===== src/verilog/opl3_field_pkg.sv =====
// bit layouts of the operator and channel register bytes
package opl3_field_pkg;

    typedef struct packed {
        logic       am;     // tremolo
        logic       vib;    // vibrato
        logic       egt;    // sustaining envelope
        logic       ksr;
        logic [3:0] mult;
    } op_char_t;

    typedef struct packed {
        logic [1:0] ksl;
        logic [5:0] tl;     // total level
    } op_level_t;

    // attack/decay or sustain/release
    typedef struct packed {
        logic [3:0] rate_hi;
        logic [3:0] rate_lo;
    } op_rate_t;

    typedef struct packed {
        logic [4:0] rsvd;
        logic [2:0] ws;
    } op_wave_t;

    typedef struct packed {
        logic [1:0] rsvd;
        logic       kon;
        logic [2:0] block;
        logic [1:0] fnum_hi;  // fnum bits 9:8
    } ch_kon_t;

    typedef struct packed {
        logic       chd;
        logic       chc;
        logic       chb;
        logic       cha;
        logic [2:0] fb;     // feedback
        logic       cnt;
    } ch_ctrl_t;

    typedef union packed {
        logic [7:0] raw;
        op_char_t   op_char;
        op_level_t  op_level;
        op_rate_t   op_rate;
        op_wave_t   op_wave;
        ch_kon_t    ch_kon;
        ch_ctrl_t   ch_ctrl;
    } reg_byte_u;

endpackage


===== src/verilog/opl3_reg_pkg.sv =====
// register map of the two-bank FM register file: addresses, counts and read kinds
package opl3_reg_pkg;

    typedef logic [7:0] addr_t;
    typedef logic [7:0] byte_t;

    localparam int NUM_OP_SLOTS  = 18;  // per bank
    localparam int NUM_CHANNELS  = 9;   // per bank
    localparam int NUM_OP_GROUPS = 5;
    localparam int NUM_CH_GROUPS = 3;

    // operator window is three rows of eight addresses, six used per row
    localparam int OP_ROW_LEN = 6;
    localparam int OP_ROWS    = 3;

    localparam addr_t BASE_CHAR      = 8'h20;
    localparam addr_t BASE_LEVEL     = 8'h40;
    localparam addr_t BASE_ATT_DEC   = 8'h60;
    localparam addr_t BASE_SUS_REL   = 8'h80;
    localparam addr_t BASE_WAVE      = 8'hE0;
    localparam addr_t BASE_FNUM_LO   = 8'hA0;
    localparam addr_t BASE_KON_BLOCK = 8'hB0;
    localparam addr_t BASE_CTRL      = 8'hC0;

    typedef enum logic [2:0] {OG_CHAR, OG_LEVEL, OG_ATT_DEC, OG_SUS_REL, OG_WAVE} op_group_t;
    typedef enum logic [1:0] {CG_FNUM_LO, CG_KON_BLOCK, CG_CTRL} ch_group_t;

    typedef logic [4:0] op_slot_t;
    typedef logic [3:0] ch_idx_t;

    localparam addr_t ADDR_ID  = 8'h01;
    localparam byte_t ID_BANK0 = 8'hBA;
    localparam byte_t ID_BANK1 = 8'hBE;

    localparam byte_t UNMAPPED_READ = 8'hFF;

    // what the readback stage returns for a read
    typedef enum logic [1:0] {RK_OP, RK_CH, RK_ID, RK_NONE} read_kind_t;

endpackage


===== src/verilog/reg_access_if.sv =====
// decoded register access from the host decoder to the store and readback
`timescale 1ns/1ps

interface reg_access_if import opl3_reg_pkg::*; ();

    logic       wr_en;
    logic       rd_en;
    logic       bank;
    logic       is_op;      // operator array, else channel array
    op_group_t  op_group;
    ch_group_t  ch_group;
    op_slot_t   slot;
    ch_idx_t    ch_idx;
    byte_t      wdata;      // reserved bits already cleared
    read_kind_t rd_kind;

    modport decoder (output wr_en, rd_en, bank, is_op, op_group, ch_group, slot, ch_idx,
                     wdata, rd_kind);
    modport store   (input wr_en, bank, is_op, op_group, ch_group, slot, ch_idx, wdata);
    modport reader  (input rd_en, bank, rd_kind);

endinterface


===== src/verilog/host_decode.sv =====
// host decoder, registers each access and maps its address to group and slot
`timescale 1ns/1ps

module host_decode
    import opl3_reg_pkg::*;
    import opl3_field_pkg::*;
(
    input  logic  clk,
    input  logic  arst_n,
    input  logic  cs,
    input  logic  wr,
    input  logic  rd,
    input  logic  bank_select,
    input  addr_t address,
    input  byte_t data_in,
    reg_access_if.decoder acc
);

    logic       access;
    logic [4:0] op_off;     // offset inside the operator window
    logic       op_hit;
    logic       ch_hit;
    logic       op_map;
    logic       ch_map;
    op_group_t  op_grp;
    ch_group_t  ch_grp;
    op_slot_t   slot_n;
    read_kind_t kind_n;
    reg_byte_u  din;
    reg_byte_u  dmask;

    assign access  = cs && (wr || rd);
    assign op_off  = address[4:0];
    assign din.raw = data_in;

    always_comb begin
        op_hit = 1'b1;
        op_grp = OG_CHAR;
        case (address[7:5])
            BASE_CHAR[7:5]:    op_grp = OG_CHAR;
            BASE_LEVEL[7:5]:   op_grp = OG_LEVEL;
            BASE_ATT_DEC[7:5]: op_grp = OG_ATT_DEC;
            BASE_SUS_REL[7:5]: op_grp = OG_SUS_REL;
            BASE_WAVE[7:5]:    op_grp = OG_WAVE;
            default:           op_hit = 1'b0;
        endcase
    end

    always_comb begin
        ch_hit = 1'b1;
        ch_grp = CG_FNUM_LO;
        case (address[7:4])
            BASE_FNUM_LO[7:4]:   ch_grp = CG_FNUM_LO;
            BASE_KON_BLOCK[7:4]: ch_grp = CG_KON_BLOCK;
            BASE_CTRL[7:4]:      ch_grp = CG_CTRL;
            default:             ch_hit = 1'b0;
        endcase
    end

    // gapped layout, columns 6 and 7 of each row are holes
    assign op_map = op_hit && (op_off[2:0] < OP_ROW_LEN) && (op_off[4:3] < OP_ROWS);
    assign ch_map = ch_hit && (address[3:0] < NUM_CHANNELS);
    assign slot_n = op_slot_t'(op_off[4:3] * OP_ROW_LEN + op_off[2:0]);

    always_comb begin
        if (op_map)
            kind_n = RK_OP;
        else if (ch_map)
            kind_n = RK_CH;
        else if (address == ADDR_ID)
            kind_n = RK_ID;
        else
            kind_n = RK_NONE;
    end

    // rebuild the byte through the view of its group so reserved bits drop out
    always_comb begin
        dmask.raw = '0;
        if (op_hit) begin
            case (op_grp)
                OG_CHAR:    dmask.op_char  = din.op_char;
                OG_LEVEL:   dmask.op_level = din.op_level;
                OG_ATT_DEC,
                OG_SUS_REL: dmask.op_rate  = din.op_rate;
                default:    dmask.op_wave  = '{rsvd: '0, ws: din.op_wave.ws};
            endcase
        end else begin
            case (ch_grp)
                CG_KON_BLOCK: dmask.ch_kon = '{rsvd: '0, kon: din.ch_kon.kon,
                                               block: din.ch_kon.block,
                                               fnum_hi: din.ch_kon.fnum_hi};
                CG_CTRL:      dmask.ch_ctrl = din.ch_ctrl;
                default:      dmask.raw = din.raw;  // fnum low byte
            endcase
        end
    end

    always_ff @(posedge clk or negedge arst_n) begin
        if (!arst_n) begin
            acc.wr_en <= 1'b0;
            acc.rd_en <= 1'b0;
        end else begin
            acc.wr_en <= cs && wr && (op_map || ch_map);  // unmapped writes vanish
            acc.rd_en <= cs && rd;
        end
    end

    always_ff @(posedge clk) begin
        if (access) begin
            acc.bank     <= bank_select;
            acc.is_op    <= op_map;
            acc.op_group <= op_grp;
            acc.ch_group <= ch_grp;
            acc.slot     <= slot_n;
            acc.ch_idx   <= address[3:0];
            acc.wdata    <= dmask.raw;
            acc.rd_kind  <= kind_n;
        end
    end

endmodule


===== src/verilog/opl3_regs_top.sv =====
// top level of the FM register file with the byte-wide host port
`timescale 1ns/1ps

module opl3_regs_top
    import opl3_reg_pkg::*;
(
    input  logic  clk,
    input  logic  arst_n,
    input  logic  cs,
    input  logic  wr,
    input  logic  rd,
    input  logic  bank_select,
    input  addr_t address,
    input  byte_t data_in,
    output byte_t data_out,
    output logic  rd_valid
);

    reg_access_if acc ();

    byte_t rdata;

    host_decode u_host_decode (
        .clk         (clk),
        .arst_n      (arst_n),
        .cs          (cs),
        .wr          (wr),
        .rd          (rd),
        .bank_select (bank_select),
        .address     (address),
        .data_in     (data_in),
        .acc         (acc.decoder)
    );

    reg_store u_reg_store (
        .clk    (clk),
        .arst_n (arst_n),
        .acc    (acc.store),
        .rdata  (rdata)
    );

    readback u_readback (
        .clk      (clk),
        .arst_n   (arst_n),
        .acc      (acc.reader),
        .rdata    (rdata),
        .data_out (data_out),
        .rd_valid (rd_valid)
    );

endmodule


===== src/verilog/readback.sv =====
// readback stage, registers data_out and pulses rd_valid for each read
`timescale 1ns/1ps

module readback
    import opl3_reg_pkg::*;
(
    input  logic  clk,
    input  logic  arst_n,
    reg_access_if.reader acc,
    input  byte_t rdata,
    output byte_t data_out,
    output logic  rd_valid
);

    always_ff @(posedge clk or negedge arst_n) begin
        if (!arst_n) begin
            data_out <= '0;
            rd_valid <= 1'b0;
        end else begin
            rd_valid <= acc.rd_en;
            if (acc.rd_en) begin
                case (acc.rd_kind)
                    RK_OP,
                    RK_CH:   data_out <= rdata;
                    RK_ID:   data_out <= acc.bank ? ID_BANK1 : ID_BANK0;  // sanity value
                    default: data_out <= UNMAPPED_READ;
                endcase
            end
        end
    end

endmodule


===== src/verilog/reg_store.sv =====
// register arrays of both banks with one write port and a combinational read
`timescale 1ns/1ps

module reg_store
    import opl3_reg_pkg::*;
(
    input  logic  clk,
    input  logic  arst_n,
    reg_access_if.store acc,
    output byte_t rdata
);

    // bank x group x slot
    byte_t op_regs [2][NUM_OP_GROUPS][NUM_OP_SLOTS];
    byte_t ch_regs [2][NUM_CH_GROUPS][NUM_CHANNELS];

    always_ff @(posedge clk or negedge arst_n) begin
        if (!arst_n) begin
            op_regs <= '{default: '0};
        end else if (acc.wr_en && acc.is_op) begin
            op_regs[acc.bank][acc.op_group][acc.slot] <= acc.wdata;
        end
    end

    always_ff @(posedge clk or negedge arst_n) begin
        if (!arst_n) begin
            ch_regs <= '{default: '0};
        end else if (acc.wr_en && !acc.is_op) begin
            ch_regs[acc.bank][acc.ch_group][acc.ch_idx] <= acc.wdata;
        end
    end

    // old value on a same-cycle write, new one lands at the edge
    always_comb begin
        if (acc.is_op)
            rdata = op_regs[acc.bank][acc.op_group][acc.slot];
        else
            rdata = ch_regs[acc.bank][acc.ch_group][acc.ch_idx];
    end

endmodule

===== config.mk =====
export PLATFORM = sky130hd
export DESIGN_NAME = opl3_regs_top
export DESIGN_NICKNAME = d
export VERILOG_FILES = /design/src/verilog/opl3_field_pkg.sv /design/src/verilog/opl3_reg_pkg.sv /design/src/verilog/reg_access_if.sv /design/src/verilog/host_decode.sv /design/src/verilog/opl3_regs_top.sv /design/src/verilog/readback.sv /design/src/verilog/reg_store.sv
export SDC_FILE = /design/constraint.sdc
export NUM_CORES = 2
export LEC_CHECK = 0
export ABC_AREA = 1
export BUFFER_PORTS_ARGS = -buffer_cell sky130_fd_sc_hd__buf_2
export CORE_MARGIN = 5
export CORE_UTILIZATION = 50
export CTS_CLUSTER_SIZE = 8
export DETAILED_ROUTE_END_ITERATION = 7
export PLACE_DENSITY = 0.67
export SLEW_MARGIN = 10
export SYNTH_ARGS = -nofsm -noshare
export SYNTH_HDL_FRONTEND = slang
export SYNTH_HIERARCHICAL = 1
export SYNTH_SLANG_ARGS = --single-unit

===== constraint.sdc =====
create_clock -name clk -period 2.7 [get_ports clk]
set_input_delay 0 -clock clk [delete_from_list [all_inputs] [get_ports clk]]
set_output_delay 0 -clock clk [all_outputs]
set_load 0.05 [all_outputs]

==> flow_metrics.env <==
export IMPL_slew_headroom=0.433
export IMPL_required_ns=3.48
export IMPL_tightest_slew_ns=0.847
export IMPL_postSynthRegisterBits=1908
export IMPL_p_leak_nw=47.5
export IMPL_synthSimpleGateAreaFrac=0.250
export IMPL_drt_wl_total_mm=291
export IMPL_drv_slew=0
export IMPL_violations="setup timing"
export IMPL_initial_core_util=0.504
export IMPL_areaGrowthSynthToFinish_pct=16.2
export IMPL_fin_crit_ns=2.80
export IMPL_worst_path_buf_inv=7
export IMPL_end_kind="register"
export IMPL_final_hold_viol_count=0
export IMPL_cp_slowest_stage_delay_ns=0.38
export IMPL_power_total_mw=69.1
export IMPL_dpl_hpwl_mm=182
export IMPL_power_frac_seq=0.425
export IMPL_final_util=0.586
export IMPL_hold_class="primary input to async pin"
export IMPL_clkTransAtPathRegs_ns=0.05
export IMPL_clkSinkCount=1908
export IMPL_hold_slack_ns=0.0368
export IMPL_status="complete, but fails checks"
export IMPL_pwr_share_clk=0.450
export IMPL_critical_path_max_fanout=20
export IMPL_synth_cell_types=41
export IMPL_rsz0062_at_grt="true"
export IMPL_synth_fa_ha_area_frac=0.000787
export IMPL_yosys_warnings=6
export IMPL_cp_slowest_cell="edfxtp_1"
export IMPL_htreeDepth=5
export IMPL_regArea_sq_um=47900
export IMPL_synthCells=11060
export IMPL_ios=31
export IMPL_fin_ws_ns=-0.101
export IMPL_fin_skew_ns=0.0540
export IMPL_track_usage=0.304
export IMPL_critical_path_class="register to register"
export IMPL_cts_tree="built"
export IMPL_final_nets=11232
export IMPL_via_count=78758
export IMPL_place_gp_congestion=0.947
export IMPL_grt_pass1_vias=75226
export IMPL_worstSkewPairLatency_ns=0.92
export IMPL_avgRoutedWirePerCell_microns=21.4
export IMPL_core_area_sq_um=177000
export IMPL_worstPathCellList="buf_6 -> buf_12 -> inv_12 -> buf_16 -> buf_12 -> buf_12 -> nand2_1 -> nand2_1 -> nand2_1 -> nand3_1 -> o21ai_1 -> buf_4 -> nand3_1 -> o21ai_2 -> nor2_4 -> nor2_4 -> nor2_1 -> o21ai_1 -> nand2_1"
export IMPL_n_fill_cell=15539
export IMPL_viasPerCell=5.80
export IMPL_arrival_ns=3.58
export IMPL_setup_viol=8
export IMPL_rows=154
export IMPL_grt_antenna_before_repair=4
export IMPL_p_sw_mw=18.5
export IMPL_cts_root_buffer="clkbuf_16"
export IMPL_synth_top_family_by_area="simple AND/OR/NAND/NOR gates"
export IMPL_pwr_share_comb=0.125
export IMPL_portBuffers=30
export IMPL_multi_input_area_sq_um=36800
export IMPL_syn_area_per_cell_sq_um=8.05
export IMPL_first_pass_iters=7
export IMPL_grt_pass1_wl_mm=447
export IMPL_cts_buffer_depth=4
export IMPL_cts_buffers=288
export IMPL_overflow=0
export IMPL_switching_share=0.267
export IMPL_drtAntennaViolNets=0
export IMPL_synth_nets=11087
export IMPL_dieWidth_microns=432
export IMPL_grt_max_degree=112
export IMPL_max_freq_mhz=357
export IMPL_ir_drop_mv=0.561
export IMPL_fin_tns_setup_ns=-0.465
export IMPL_cp_common_cell="nand2_1"
export IMPL_critPathLaunchType="register"
export IMPL_yosysSeqAreaShare=0.538
export IMPL_synthXorXnorAreaFrac=0.000197
export IMPL_synth_compound_area_frac=0.157
export IMPL_drtIter0Drc=9468
export IMPL_synth_area_sq_um=89000
export IMPL_drive_above_1_share=0.113
export IMPL_power_density_nw_per_um2=668
export IMPL_final_cell_mix="3996 x nand2_1, 1883 x dfrtp_1, 1790 x o21ai_0"
export IMPL_final_common_cell="nand2_1"
export IMPL_drc=0
export IMPL_die_h_microns=432
export IMPL_min_period_over_period=1.04
export IMPL_die_area_sq_um=187000
export IMPL_synth_area_mux_share=0.000450
export IMPL_path_delay_family="buffers and inverters"
export IMPL_p_int_mw=50.6
export IMPL_drv_cap=0
## per-layer routing
metal | GRT usage | vias up | wire, microns
met1 | 0.419 | 38145 | 120000
met4 | 0.135 | 2 | 13600
met2 | 0.474 | 3722 | 131000
met3 | 0.0572 | 805 | 26000
li1 | - | 36084 | -
met5 | 0 | - | 10
## power by group through the flow
stage / Combinational (mW) / Clock (mW) / Sequential (mW)
floorplan: 3.84 / 0 / 29.8
global placement: 7.86 / 0 / 29.8
detailed placement: 7.90 / 0 / 29.8
CTS: 8.15 / 31.6 / 29.3
global route: 9.14 / 32.7 / 29.4
finish: 8.62 / 31.1 / 29.4
## worst reg2reg max path, stage by stage, from the launching register on
cell,delay (ns)
edfxtp_1,0.38
buf_6,0.14
buf_12,0.18
inv_12,0.10
buf_16,0.17
buf_12,0.16
buf_12,0.16
nand2_1,0.05
nand2_1,0.04
nand2_1,0.06
nand3_1,0.10
o21ai_1,0.16
buf_4,0.16
nand3_1,0.11
o21ai_2,0.25
nor2_4,0.09
nor2_4,0.13
nor2_1,0.05
o21ai_1,0.11
nand2_1,0.06
## through the flow
stage	instance area (sq um)	instances	worst slack, ns
2_1_floorplan	89000	11060	0.637
3_3_place_gp	94100	13167	-0.459
3_5_place_dp	94100	13167	-0.422
4_1_cts	102000	13536	-0.0164
5_1_grt	103000	13565	-0.203
6_report	103000	13568	-0.101
## worst paths after layout
check | start | to | slack (ns) | cells past startpoint
setup / recovery | u_host_decode/acc.bank | u_readback/data_out[7] | -0.10 | 19
hold / removal | arst_n | u_reg_store/op_regs[390] | 0.04 | 3
setup reg to reg | u_host_decode/acc.bank | u_readback/data_out[7] | -0.10 | 19
hold reg to reg | u_reg_store/ch_regs[20] | u_reg_store/ch_regs[20] | 0.48 | 2
max in group asynchronous | arst_n | u_reg_store/op_regs[1305] | 1.91 | 3
min in group clk | address[1] | u_host_decode/acc.slot[1] | 0.08 | 3
## final cells by class
type                    count  area share
inverters                 209     0.00856
repair buffers            675      0.0720
well taps                2340      0.0283
repair inverters            2    0.000314
flip-flops and latches   1908       0.463
clock buffers             305      0.0715
multi-input cells        8121       0.356
clock inverters             4    0.000375
diodes                      4   0.0000968
## state kept, by name, indices dropped and copies added (netlist names), 2 cells and up
signal	flops
u_readback/data_out	8
u_host_decode/acc.slot	5
u_host_decode/acc.op_group	3
u_host_decode/acc.ch_idx	3
u_host_decode/acc.ch_group	2
u_reg_store/op_regs	1440
u_host_decode/acc.rd_kind	2
u_reg_store/ch_regs	432
u_host_decode/acc.wdata	8
## Yosys cell counts, drive strengths merged
| master | n | share of area |
|---|---|---|
| buf | 395 | 0.028 |
| or2 | 34 | 0.0024 |
| dfrtp | 1883 | 0.53 |
| mux2i | 4 | 0.00045 |
| o22ai | 20 | 0.0014 |
| a21oi | 131 | 0.0074 |
| xor2 | 2 | 0.00020 |
| nor3 | 4 | 0.00035 |
| inv | 196 | 0.0083 |
| nor3b | 1 | 0.000084 |
| o21ai | 2509 | 0.14 |
| nand4 | 10 | 0.00070 |
| o211ai | 42 | 0.0035 |
| o21bai | 2 | 0.00017 |
| nor2 | 949 | 0.043 |
| edfxtp | 25 | 0.0084 |
| fa | 1 | 0.00022 |
| ha | 4 | 0.00056 |
| clkbuf | 428 | 0.018 |
| nand2 | 4046 | 0.17 |
| a31oi | 2 | 0.00014 |
| o221ai | 30 | 0.0030 |
| clkinv | 13 | 0.00055 |
| nand3 | 327 | 0.033 |
| a21boi | 2 | 0.00017 |
## cells by family (layout without fill, tap and decap cells)
family	after synthesis	after routing
multiplexers	4	4
adder cells (fa/ha/maj)	5	5
other	0	4
AND/OR/NAND/NOR	5371	5372
buffers and inverters	1032	1195
XOR/XNOR	2	2
AO/OA/AOI/OAI	2738	2738
flip-flops	1908	1908
## what timing repair did
action                                 in CTS  in global routing
cloned                                      4                 17
hold buffers                               50                  0
setup endpoints to repair                   8                 40
setup buffers                               7                 12
pin swaps                                  16                 31
gates resized for setup                    76                146
endpoints found under the hold margin    1935                  0
Note: power is estimated with default switching activity, not from simulation.
